File: config.mk
export PLATFORM = sky130hd
export DESIGN_NAME = fft_feeder_top
export DESIGN_NICKNAME = d
export VERILOG_FILES = /design/src/fft_feeder_pkg.sv /design/src/fft_config_ctrl.sv /design/src/sample_capture.sv /design/src/sample_ring_buffer.sv /design/src/frame_sender.sv /design/src/fft_feeder_top.sv
export SDC_FILE = /design/constraint.sdc
export NUM_CORES = 2
export LEC_CHECK = 0
export BUFFER_PORTS_ARGS = -buffer_cell sky130_fd_sc_hd__buf_2
export CORE_MARGIN = 2
export CORE_UTILIZATION = 25
export DETAILED_ROUTE_END_ITERATION = 12
export HOLD_SLACK_MARGIN = 0.1
export SYNTH_ARGS = -nofsm -noshare
export SYNTH_HDL_FRONTEND = slang
export SYNTH_SLANG_ARGS = --single-unit
File: constraint.sdc
create_clock -name clk -period 4.4 [get_ports clk]
set_clock_uncertainty 0.1 [all_clocks]
set_input_delay 0.22 -clock clk [delete_from_list [all_inputs] [get_ports clk]]
set_output_delay 0.22 -clock clk [all_outputs]
set_load 0.005 [all_outputs]
File: src/fft_feeder_pkg.sv
// ##################################################
// shared sample and config types for the FFT feeder
// DEFAULT_DEPTH must stay a power of two
// DEFAULT_FRAME_LEN must not exceed the buffer depth
// ##################################################
`default_nettype none

package fft_feeder_pkg;

    // sample word as seen by the FFT data channel
    localparam int SAMPLE_W = 16;                   // bits per sample

    typedef logic [SAMPLE_W-1:0] sample_t;          // one real sample

    // configuration channel of the FFT core
    localparam int CONFIG_W = 16;                   // config word width

    typedef logic [CONFIG_W-1:0] config_t;          // config word

    // frame defaults, overridden from the top level
    localparam int DEFAULT_FRAME_LEN = 64;          // samples per FFT frame

    localparam int DEFAULT_DEPTH = 128;             // ring buffer entries, power of two

    // bit 0 selects the transform direction
    // 1 is forward, 0 would be inverse
    localparam config_t DEFAULT_FFT_CONFIG = 16'h0001; // forward transform

endpackage : fft_feeder_pkg

`default_nettype wire

File: src/fft_config_ctrl.sv
// ##################################################
// sends one config beat to the FFT after reset
// config_done holds high until the next reset
// ##################################################
`timescale 1ns/1ps
`default_nettype none

module fft_config_ctrl #(
    parameter fft_feeder_pkg::config_t FFT_CONFIG = fft_feeder_pkg::DEFAULT_FFT_CONFIG
) (
    input  wire                             clk,
    input  wire                             reset_b,
    input  wire                             s_axis_config_tready,  // from FFT
    output logic                            s_axis_config_tvalid,  // to FFT
    output fft_feeder_pkg::config_t         s_axis_config_tdata,   // fixed word
    output logic                            config_done            // to frame_sender
);

    typedef enum logic [1:0] {
        IDLE       = 2'b00,   // wait for core to take config
        CONFIGURE  = 2'b01,   // present the config beat
        CONFIGURED = 2'b10    // done, stay here
    } state_t;

    state_t current_state, next_state;

    always_ff @(posedge clk or negedge reset_b) begin
        if (!reset_b) begin
            current_state <= IDLE;
        end else begin
            current_state <= next_state;
        end
    end

    always_comb begin
        next_state = current_state;
        case (current_state)
            IDLE: begin
                if (s_axis_config_tready) next_state = CONFIGURE;  // core awake
            end
            CONFIGURE: begin
                if (s_axis_config_tready) next_state = CONFIGURED; // beat taken
            end
            CONFIGURED: next_state = CONFIGURED;                   // one shot only
            default:    next_state = IDLE;
        endcase
    end

    // valid held through the whole config state, not just one cycle
    assign s_axis_config_tvalid = (current_state == CONFIGURE);
    assign s_axis_config_tdata  = FFT_CONFIG;                      // constant word
    assign config_done          = (current_state == CONFIGURED);

endmodule : fft_config_ctrl

`default_nettype wire

File: src/sample_capture.sv
// ##################################################
// one write per strobe pulse, however long it lasts
// strobe must drop for at least one clock between pulses
// sample_data must be valid when the strobe rises
// ##################################################
`timescale 1ns/1ps
`default_nettype none

module sample_capture (
    input  wire                             clk,
    input  wire                             reset_b,
    input  wire                             sample_strobe,  // long pulse per sample
    input  wire fft_feeder_pkg::sample_t    sample_data,    // from sample source
    output logic                            wr_en,          // to ring buffer
    output fft_feeder_pkg::sample_t         wr_data         // to ring buffer
);

    logic strobe_q;    // strobe one clock ago
    logic strobe_rise; // first cycle of a pulse

    // previous strobe level for edge detect
    always_ff @(posedge clk or negedge reset_b) begin
        if (!reset_b) begin
            strobe_q <= 1'b0;
        end else begin
            strobe_q <= sample_strobe;
        end
    end

    // high only on the first sampled cycle of the pulse,
    // the rest of the pulse is ignored like a hold-and-wait state
    assign strobe_rise = sample_strobe & ~strobe_q;

    // single-cycle write, one clock after the edge is seen
    always_ff @(posedge clk or negedge reset_b) begin
        if (!reset_b) begin
            wr_en <= 1'b0;
        end else begin
            wr_en <= strobe_rise;
        end
    end

    // sample latched together with the edge
    always_ff @(posedge clk) begin
        if (strobe_rise) begin
            wr_data <= sample_data;   // held until the next pulse
        end
    end

endmodule : sample_capture

`default_nettype wire

File: src/sample_ring_buffer.sv
// ##################################################
// circular sample store, first-word-fall-through read
// DEPTH must be a power of two
// writes into a full buffer are lost, overflow is sticky
// ##################################################
`timescale 1ns/1ps
`default_nettype none

module sample_ring_buffer #(
    parameter int DEPTH = fft_feeder_pkg::DEFAULT_DEPTH
) (
    input  wire                             clk,
    input  wire                             reset_b,
    input  wire                             wr_en,      // from sample_capture
    input  wire fft_feeder_pkg::sample_t    wr_data,
    input  wire                             rd_en,      // pop, from frame_sender
    output fft_feeder_pkg::sample_t         rd_data,    // oldest sample
    output logic                            rd_valid,   // not empty
    output logic [$clog2(DEPTH+1)-1:0]      count,      // occupancy
    output logic                            overflow    // sticky, write lost
);

    localparam int PTR_W = $clog2(DEPTH);    // wraps naturally at DEPTH
    localparam int CNT_W = $clog2(DEPTH+1);  // holds 0..DEPTH

    fft_feeder_pkg::sample_t mem [DEPTH];    // sample storage

    logic [PTR_W-1:0] wr_ptr;
    logic [PTR_W-1:0] rd_ptr;
    logic             full;
    logic             wr_ok;   // write accepted
    logic             rd_ok;   // read accepted

    assign full  = (count == CNT_W'(DEPTH));
    assign wr_ok = wr_en & ~full;       // full drops the write
    assign rd_ok = rd_en & rd_valid;    // no pop from empty

    // pointers and occupancy
    always_ff @(posedge clk or negedge reset_b) begin
        if (!reset_b) begin
            wr_ptr <= '0;
            rd_ptr <= '0;
            count  <= '0;
        end else begin
            if (wr_ok) wr_ptr <= wr_ptr + 1'b1;
            if (rd_ok) rd_ptr <= rd_ptr + 1'b1;
            // read and write together cancel out
            count <= count + CNT_W'(wr_ok) - CNT_W'(rd_ok);
        end
    end

    // sticky overflow flag
    always_ff @(posedge clk or negedge reset_b) begin
        if (!reset_b) begin
            overflow <= 1'b0;
        end else if (wr_en && full) begin
            overflow <= 1'b1;   // cleared only by reset
        end
    end

    // storage write port
    always_ff @(posedge clk) begin
        if (wr_ok) begin
            mem[wr_ptr] <= wr_data;
        end
    end

    // fall-through read, head of queue always visible
    assign rd_data  = mem[rd_ptr];
    assign rd_valid = (count != '0);   // follows count by construction

endmodule : sample_ring_buffer

`default_nettype wire

File: src/frame_sender.sv
// ##################################################
// streams FRAME_LEN samples per frame to the FFT
// a frame starts only once it is fully buffered
// enable is sampled at frame start, frames always finish
// ##################################################
`timescale 1ns/1ps
`default_nettype none

module frame_sender #(
    parameter int FRAME_LEN = fft_feeder_pkg::DEFAULT_FRAME_LEN,
    parameter int DEPTH     = fft_feeder_pkg::DEFAULT_DEPTH
) (
    input  wire                             clk,
    input  wire                             reset_b,
    input  wire                             config_done,   // FFT ready for data
    input  wire                             enable,        // start new frames
    input  wire fft_feeder_pkg::sample_t    rd_data,       // buffer head
    input  wire                             rd_valid,
    input  wire [$clog2(DEPTH+1)-1:0]       count,         // buffer occupancy
    output logic                            rd_en,         // pop on accepted beat
    output fft_feeder_pkg::sample_t         s_axis_data_tdata,
    output logic                            s_axis_data_tvalid,
    output logic                            s_axis_data_tlast,
    input  wire                             s_axis_data_tready,
    output logic                            send_frame     // frame in progress
);

    localparam int CNT_W  = $clog2(DEPTH+1);
    localparam int BEAT_W = (FRAME_LEN > 1) ? $clog2(FRAME_LEN) : 1;

    typedef enum logic [1:0] {
        IDLE        = 2'b00,  // wait for a whole frame
        START_FRAME = 2'b01,  // announce the frame
        SENDING     = 2'b10   // stream the beats
    } state_t;

    state_t current_state, next_state;

    logic [BEAT_W-1:0] beat_cnt;      // beats accepted in this frame
    logic              frame_ready;   // whole frame sitting in the buffer
    logic              last_beat;
    logic              beat_xfer;     // data handshake

    assign frame_ready = (count >= CNT_W'(FRAME_LEN));
    assign last_beat   = (beat_cnt == BEAT_W'(FRAME_LEN - 1));
    assign beat_xfer   = s_axis_data_tvalid & s_axis_data_tready;

    always_ff @(posedge clk or negedge reset_b) begin
        if (!reset_b) begin
            current_state <= IDLE;
        end else begin
            current_state <= next_state;
        end
    end

    always_comb begin
        next_state = current_state;
        case (current_state)
            IDLE: begin
                if (config_done && enable && frame_ready) next_state = START_FRAME;
            end
            START_FRAME: next_state = SENDING;        // always one cycle
            SENDING: begin
                if (beat_xfer && last_beat) next_state = IDLE; // tlast taken
            end
            default: next_state = IDLE;
        endcase
    end

    // beat index within the frame
    always_ff @(posedge clk or negedge reset_b) begin
        if (!reset_b) begin
            beat_cnt <= '0;
        end else if (current_state != SENDING) begin
            beat_cnt <= '0;                    // fresh count per frame
        end else if (beat_xfer) begin
            beat_cnt <= last_beat ? '0 : beat_cnt + 1'b1;
        end
    end

    // buffer head passes straight through, stable until popped
    assign s_axis_data_tdata  = rd_data;
    assign s_axis_data_tvalid = (current_state == SENDING) & rd_valid;
    assign s_axis_data_tlast  = (current_state == SENDING) & last_beat;
    assign rd_en              = beat_xfer;     // one pop per accepted beat

    // drops the cycle after the tlast handshake
    assign send_frame = (current_state == START_FRAME) || (current_state == SENDING);

endmodule : frame_sender

`default_nettype wire

File: src/fft_feeder_top.sv
// ##################################################
// front end feeding a streaming FFT core
// DEPTH must be a power of two and at least FRAME_LEN
// single channel, FFT result path not handled here
// ##################################################
`timescale 1ns/1ps
`default_nettype none

module fft_feeder_top #(
    parameter int                      FRAME_LEN  = fft_feeder_pkg::DEFAULT_FRAME_LEN,
    parameter int                      DEPTH      = fft_feeder_pkg::DEFAULT_DEPTH,
    parameter fft_feeder_pkg::config_t FFT_CONFIG = fft_feeder_pkg::DEFAULT_FFT_CONFIG
) (
    input  wire                             clk,
    input  wire                             reset_b,

    // sample source
    input  wire fft_feeder_pkg::sample_t    sample_data,
    input  wire                             sample_strobe,    // multi-cycle pulse

    input  wire                             enable,           // allow new frames

    // FFT config channel
    output fft_feeder_pkg::config_t         s_axis_config_tdata,
    output logic                            s_axis_config_tvalid,
    input  wire                             s_axis_config_tready,

    // FFT data channel
    output fft_feeder_pkg::sample_t         s_axis_data_tdata,
    output logic                            s_axis_data_tvalid,
    output logic                            s_axis_data_tlast,
    input  wire                             s_axis_data_tready,

    // status
    output logic                            config_done,
    output logic                            send_frame,
    output logic                            overflow
);

    logic                          wr_en;     // capture -> buffer
    fft_feeder_pkg::sample_t       wr_data;
    fft_feeder_pkg::sample_t       rd_data;   // buffer -> sender
    logic                          rd_valid;
    logic [$clog2(DEPTH+1)-1:0]    count;
    logic                          rd_en;     // sender -> buffer

    fft_config_ctrl #(
        .FFT_CONFIG (FFT_CONFIG)
    ) fft_config_ctrl_inst (
        .clk                  (clk),
        .reset_b              (reset_b),
        .s_axis_config_tready (s_axis_config_tready),
        .s_axis_config_tvalid (s_axis_config_tvalid),
        .s_axis_config_tdata  (s_axis_config_tdata),
        .config_done          (config_done)
    );

    sample_capture sample_capture_inst (
        .clk           (clk),
        .reset_b       (reset_b),
        .sample_strobe (sample_strobe),
        .sample_data   (sample_data),
        .wr_en         (wr_en),
        .wr_data       (wr_data)
    );

    sample_ring_buffer #(
        .DEPTH (DEPTH)
    ) sample_ring_buffer_inst (
        .clk      (clk),
        .reset_b  (reset_b),
        .wr_en    (wr_en),
        .wr_data  (wr_data),
        .rd_en    (rd_en),
        .rd_data  (rd_data),
        .rd_valid (rd_valid),
        .count    (count),
        .overflow (overflow)
    );

    frame_sender #(
        .FRAME_LEN (FRAME_LEN),
        .DEPTH     (DEPTH)
    ) frame_sender_inst (
        .clk                (clk),
        .reset_b            (reset_b),
        .config_done        (config_done),
        .enable             (enable),
        .rd_data            (rd_data),
        .rd_valid           (rd_valid),
        .count              (count),
        .rd_en              (rd_en),
        .s_axis_data_tdata  (s_axis_data_tdata),
        .s_axis_data_tvalid (s_axis_data_tvalid),
        .s_axis_data_tlast  (s_axis_data_tlast),
        .s_axis_data_tready (s_axis_data_tready),
        .send_frame         (send_frame)
    );

endmodule : fft_feeder_top

`default_nettype wire

==> impl_metrics.json <==
{
  "status": "completed",
  "setup.worst_path.end_class": "output port",
  "period_needed_ns": 4.37,
  "dr.pass1.iters": 6,
  "via_per_inst": 4.65,
  "portBuffers": 43,
  "final.period_utilization_pct": 99.4,
  "cp_slowest_cell": "dfrtp_4",
  "finalSetupViolations": 0,
  "clock-sinks": 2099,
  "mostFrequentLayoutCell": "edfxtp_1",
  "grt_pass1_wl_um": 304000,
  "synth-edff-count": 2064,
  "syn_to_final_growth_pct": 18.4,
  "rsz0062_at_grt": "false",
  "clk_latency_ns": 0.86,
  "tightest_slew_ns": 1.14,
  "drt_wl_total_um": 214000,
  "ys_seq_elements": 2099,
  "final_antenna_net_count": 0,
  "final_nets": 4271,
  "final_cell_mix": "2,064 x edfxtp_1, 421 x mux4_2, 292 x buf_4",
  "grt_pass1_vias": 40153,
  "max_freq_mhz": 229,
  "synthFlopType": "edfxtp_1",
  "syn_inst": 3800,
  "synth-async-reset-ratio_pct": 1.67,
  "tns_ns": 0,
  "die-area_mm2": 0.329,
  "finalMaxSlewViolations": 0,
  "hold_ws_ns": 0.258,
  "path_class": "register to output port",
  "core-area_mm2": 0.323,
  "netlist_area_mm2": 0.0810,
  "grt_max_degree": 129,
  "cts_made_buffers": 208,
  "maxCapViolations": 0,
  "start_util_pct": 25.1,
  "postSynthAreaPerCell_um2": 21.3,
  "crit_fanout": 22,
  "globalplace.congestion": 0.823,
  "grt_use_total_pct": 12.6,
  "path_cells": "buf_4, buf_12, buf_16, buf_4, mux4_2, mux2i_1, o211ai_1, nand3b_1, a21oi_1, buf_4, buf_2",
  "antenna_found_initial": 1,
  "htree_levels": 4,
  "crit_path_max_incr_delay_ns": 0.49,
  "nFillCells": 31224,
  "final_layout_size_suffix_gt1_share_pct": 26.9,
  "irDropWorstVdd_mv": 0.527,
  "crit_required_ns": 4.08,
  "path_clk_slew_ns": 0.06,
  "drc_errors": 0,
  "cts_buffer_depth": 3,
  "ys_types": 57,
  "dpl.hpwl_um": 129000,
  "seq_area_frac_synth_pct": 77.6,
  "wire_per_inst_um": 24.6,
  "slew_headroom_pct": 23.8,
  "yosysWarnings": 0,
  "rows": 209,
  "cts_tree": "built",
  "crit_path_frequent_cell": "buf_4",
  "die_h_um": 573,
  "drt_iter0_markers": 5149,
  "power_density_mw_per_mm2": 564,
  "vias": 40518,
  "die_w_um": 573,
  "hold_viol": 0,
  "ios": 60,
  "min_path_type": "input port to register",
  "clockRootBuffer": "clkbuf_16",
  "grt_overflow": 0,
  "leakagePower_nw": 30.0,
  "crit_arrival_ns": 4.05,
  "worstSetupStartpointType": "register"
}
-- power breakdown --
part           switching [W]  internal (W)  total, W
clock network        0.00758       0.00987    0.0175
logic                0.00811       0.00619    0.0143
registers           0.000214        0.0222    0.0224
-- metrics by stage --
stage | instances | utilization, % | setup slack [ns] | power, W | cell area, um2
floorplan | 3814 | - | 1.18 | 0.0317 | 81100
global placement | 8284 | 27.3 | 0.178 | 0.0367 | 88300
detailed placement | 8284 | 27.3 | 0.168 | 0.0368 | 88300
CTS | 8716 | 29.6 | 0.00332 | 0.0545 | 95800
global route | 8719 | 29.7 | 0.00851 | 0.0559 | 95900
finish | 8720 | 29.7 | 0.0259 | 0.0541 | 95900
-- critical path: cells and delay by family, from the launching register on --
family / cells / cell delay, ns
muxes: 2 / 0.45
AOI/OAI and AO/OA: 2 / 0.84
DFF: 1 / 0.49
and+or+nand+nor: 1 / 0.29
buffers and inverters: 6 / 1.10
-- path summary, 6_finish.rpt --
kind / cells after the start / slack, ns / to / startpoint
max in group asynchronous: 4 / 3.34 / sample_ring_buffer_inst.rd_ptr[2]$_DFFE_PN0P_ / reset_b
min in group asynchronous: 4 / 0.41 / sample_capture_inst.wr_en$_DFF_PN0_ / reset_b
hold / removal: 5 / 0.26 / frame_sender_inst.beat_cnt[1]$_DFFE_PN0P_ / s_axis_data_tready
hold reg to reg: 1 / 0.31 / sample_capture_inst.wr_en$_DFF_PN0_ / sample_capture_inst.strobe_q$_DFF_PN0_
setup reg to reg: 16 / 0.66 / sample_ring_buffer_inst.count[6]$_DFF_PN0_ / sample_ring_buffer_inst.count[4]$_DFF_PN0_
setup / recovery: 11 / 0.03 / s_axis_data_tdata[6] / sample_ring_buffer_inst.rd_ptr[0]$_DFFE_PN0P_
-- flip-flops by register name, indices dropped and copies added (netlist names) --
register / cells
sample_ring_buffer_inst.rd_ptr: 7
sample_capture_inst.wr_data: 16
frame_sender_inst.beat_cnt: 6
frame_sender_inst.current_state: 2
sample_ring_buffer_inst.overflow: 1
sample_capture_inst.wr_en: 1
sample_ring_buffer_inst.wr_ptr: 7
sample_capture_inst.strobe_q: 1
sample_ring_buffer_inst.mem: 2048
fft_config_ctrl_inst.current_state: 2
sample_ring_buffer_inst.count: 8
-- layer usage --
layer  GRT usage [%]  vias to the layer above  part of all wire [%]
met2            20.1                     1729                    47
met3            2.28                      294                   7.8
met4            3.98                        0                   3.2
met5               0                        -                     0
li1                -                    16732                     -
met1            17.5                    21763                    42
-- what timing repair did --
action,CTS,global route
resized for setup,59,11
setup buffers,11,2
setup endpoints to repair,16,9
pin swaps,0,2
cloned,1,1
endpoints found under the hold margin,84,0
hold buffers,40,0
-- layout make-up --
cell class	instances	area, um2	share of cell area, %
clock buffers	260	5500	5.74
inverters	18	67.6	0.0704
clock inverters	120	1180	1.24
multi-input cells	1470	17100	17.8
flip-flops and latches	2099	62900	65.5
repair buffers	427	3810	3.98
diodes	1	2.50	0.00261
well taps	4325	5410	5.64
-- cell usage after synthesis (3+ instances only) --
| master | n | share of area, % |
|---|---|---|
| buf_1 | 13 | 0.060 |
| o21ai_0 | 18 | 0.11 |
| inv_1 | 18 | 0.083 |
| xnor2_1 | 12 | 0.13 |
| and2_1 | 9 | 0.069 |
| dfrtp_1 | 35 | 1.1 |
| nand3_1 | 45 | 0.28 |
| mux4_2 | 421 | 12 |
| nor3_1 | 6 | 0.037 |
| nor4_1 | 5 | 0.039 |
| nand2_1 | 96 | 0.44 |
| mux2i_1 | 216 | 2.7 |
| nand4_1 | 12 | 0.093 |
| o211ai_1 | 5 | 0.046 |
| o22ai_1 | 45 | 0.35 |
| a21boi_0 | 5 | 0.046 |
| o221ai_1 | 28 | 0.30 |
| nor2b_1 | 18 | 0.14 |
| a211o_1 | 3 | 0.032 |
| edfxtp_1 | 2064 | 76 |
| buf_2 | 46 | 0.28 |
| nand3b_1 | 5 | 0.046 |
| xor2_1 | 7 | 0.076 |
| o32a_1 | 3 | 0.037 |
| a31oi_1 | 3 | 0.023 |
| a22oi_1 | 134 | 1.2 |
| a21oi_1 | 51 | 0.31 |
| ha_1 | 24 | 0.37 |
| a211oi_1 | 62 | 0.57 |
| and3_1 | 6 | 0.046 |
| a22o_1 | 20 | 0.22 |
| buf_6 | 38 | 0.53 |
| nor2_1 | 156 | 0.72 |
| a221oi_1 | 7 | 0.076 |
| clkbuf_1 | 87 | 0.40 |
| buf_4 | 39 | 0.36 |
| mux2_2 | 12 | 0.17 |
-- cells by family after synthesis --
group / synth area share [%]
AO/OA/AOI/OAI: 3.50
XOR/XNOR: 0.205
other: 0.00927
multiplexers: 14.5
buffers and inverters: 1.81
AND/OR/NAND/NOR: 1.99
flip-flops: 77.6
adder cells (fa/ha/maj): 0.395
Note: power is estimated with default switching activity, not from simulation.
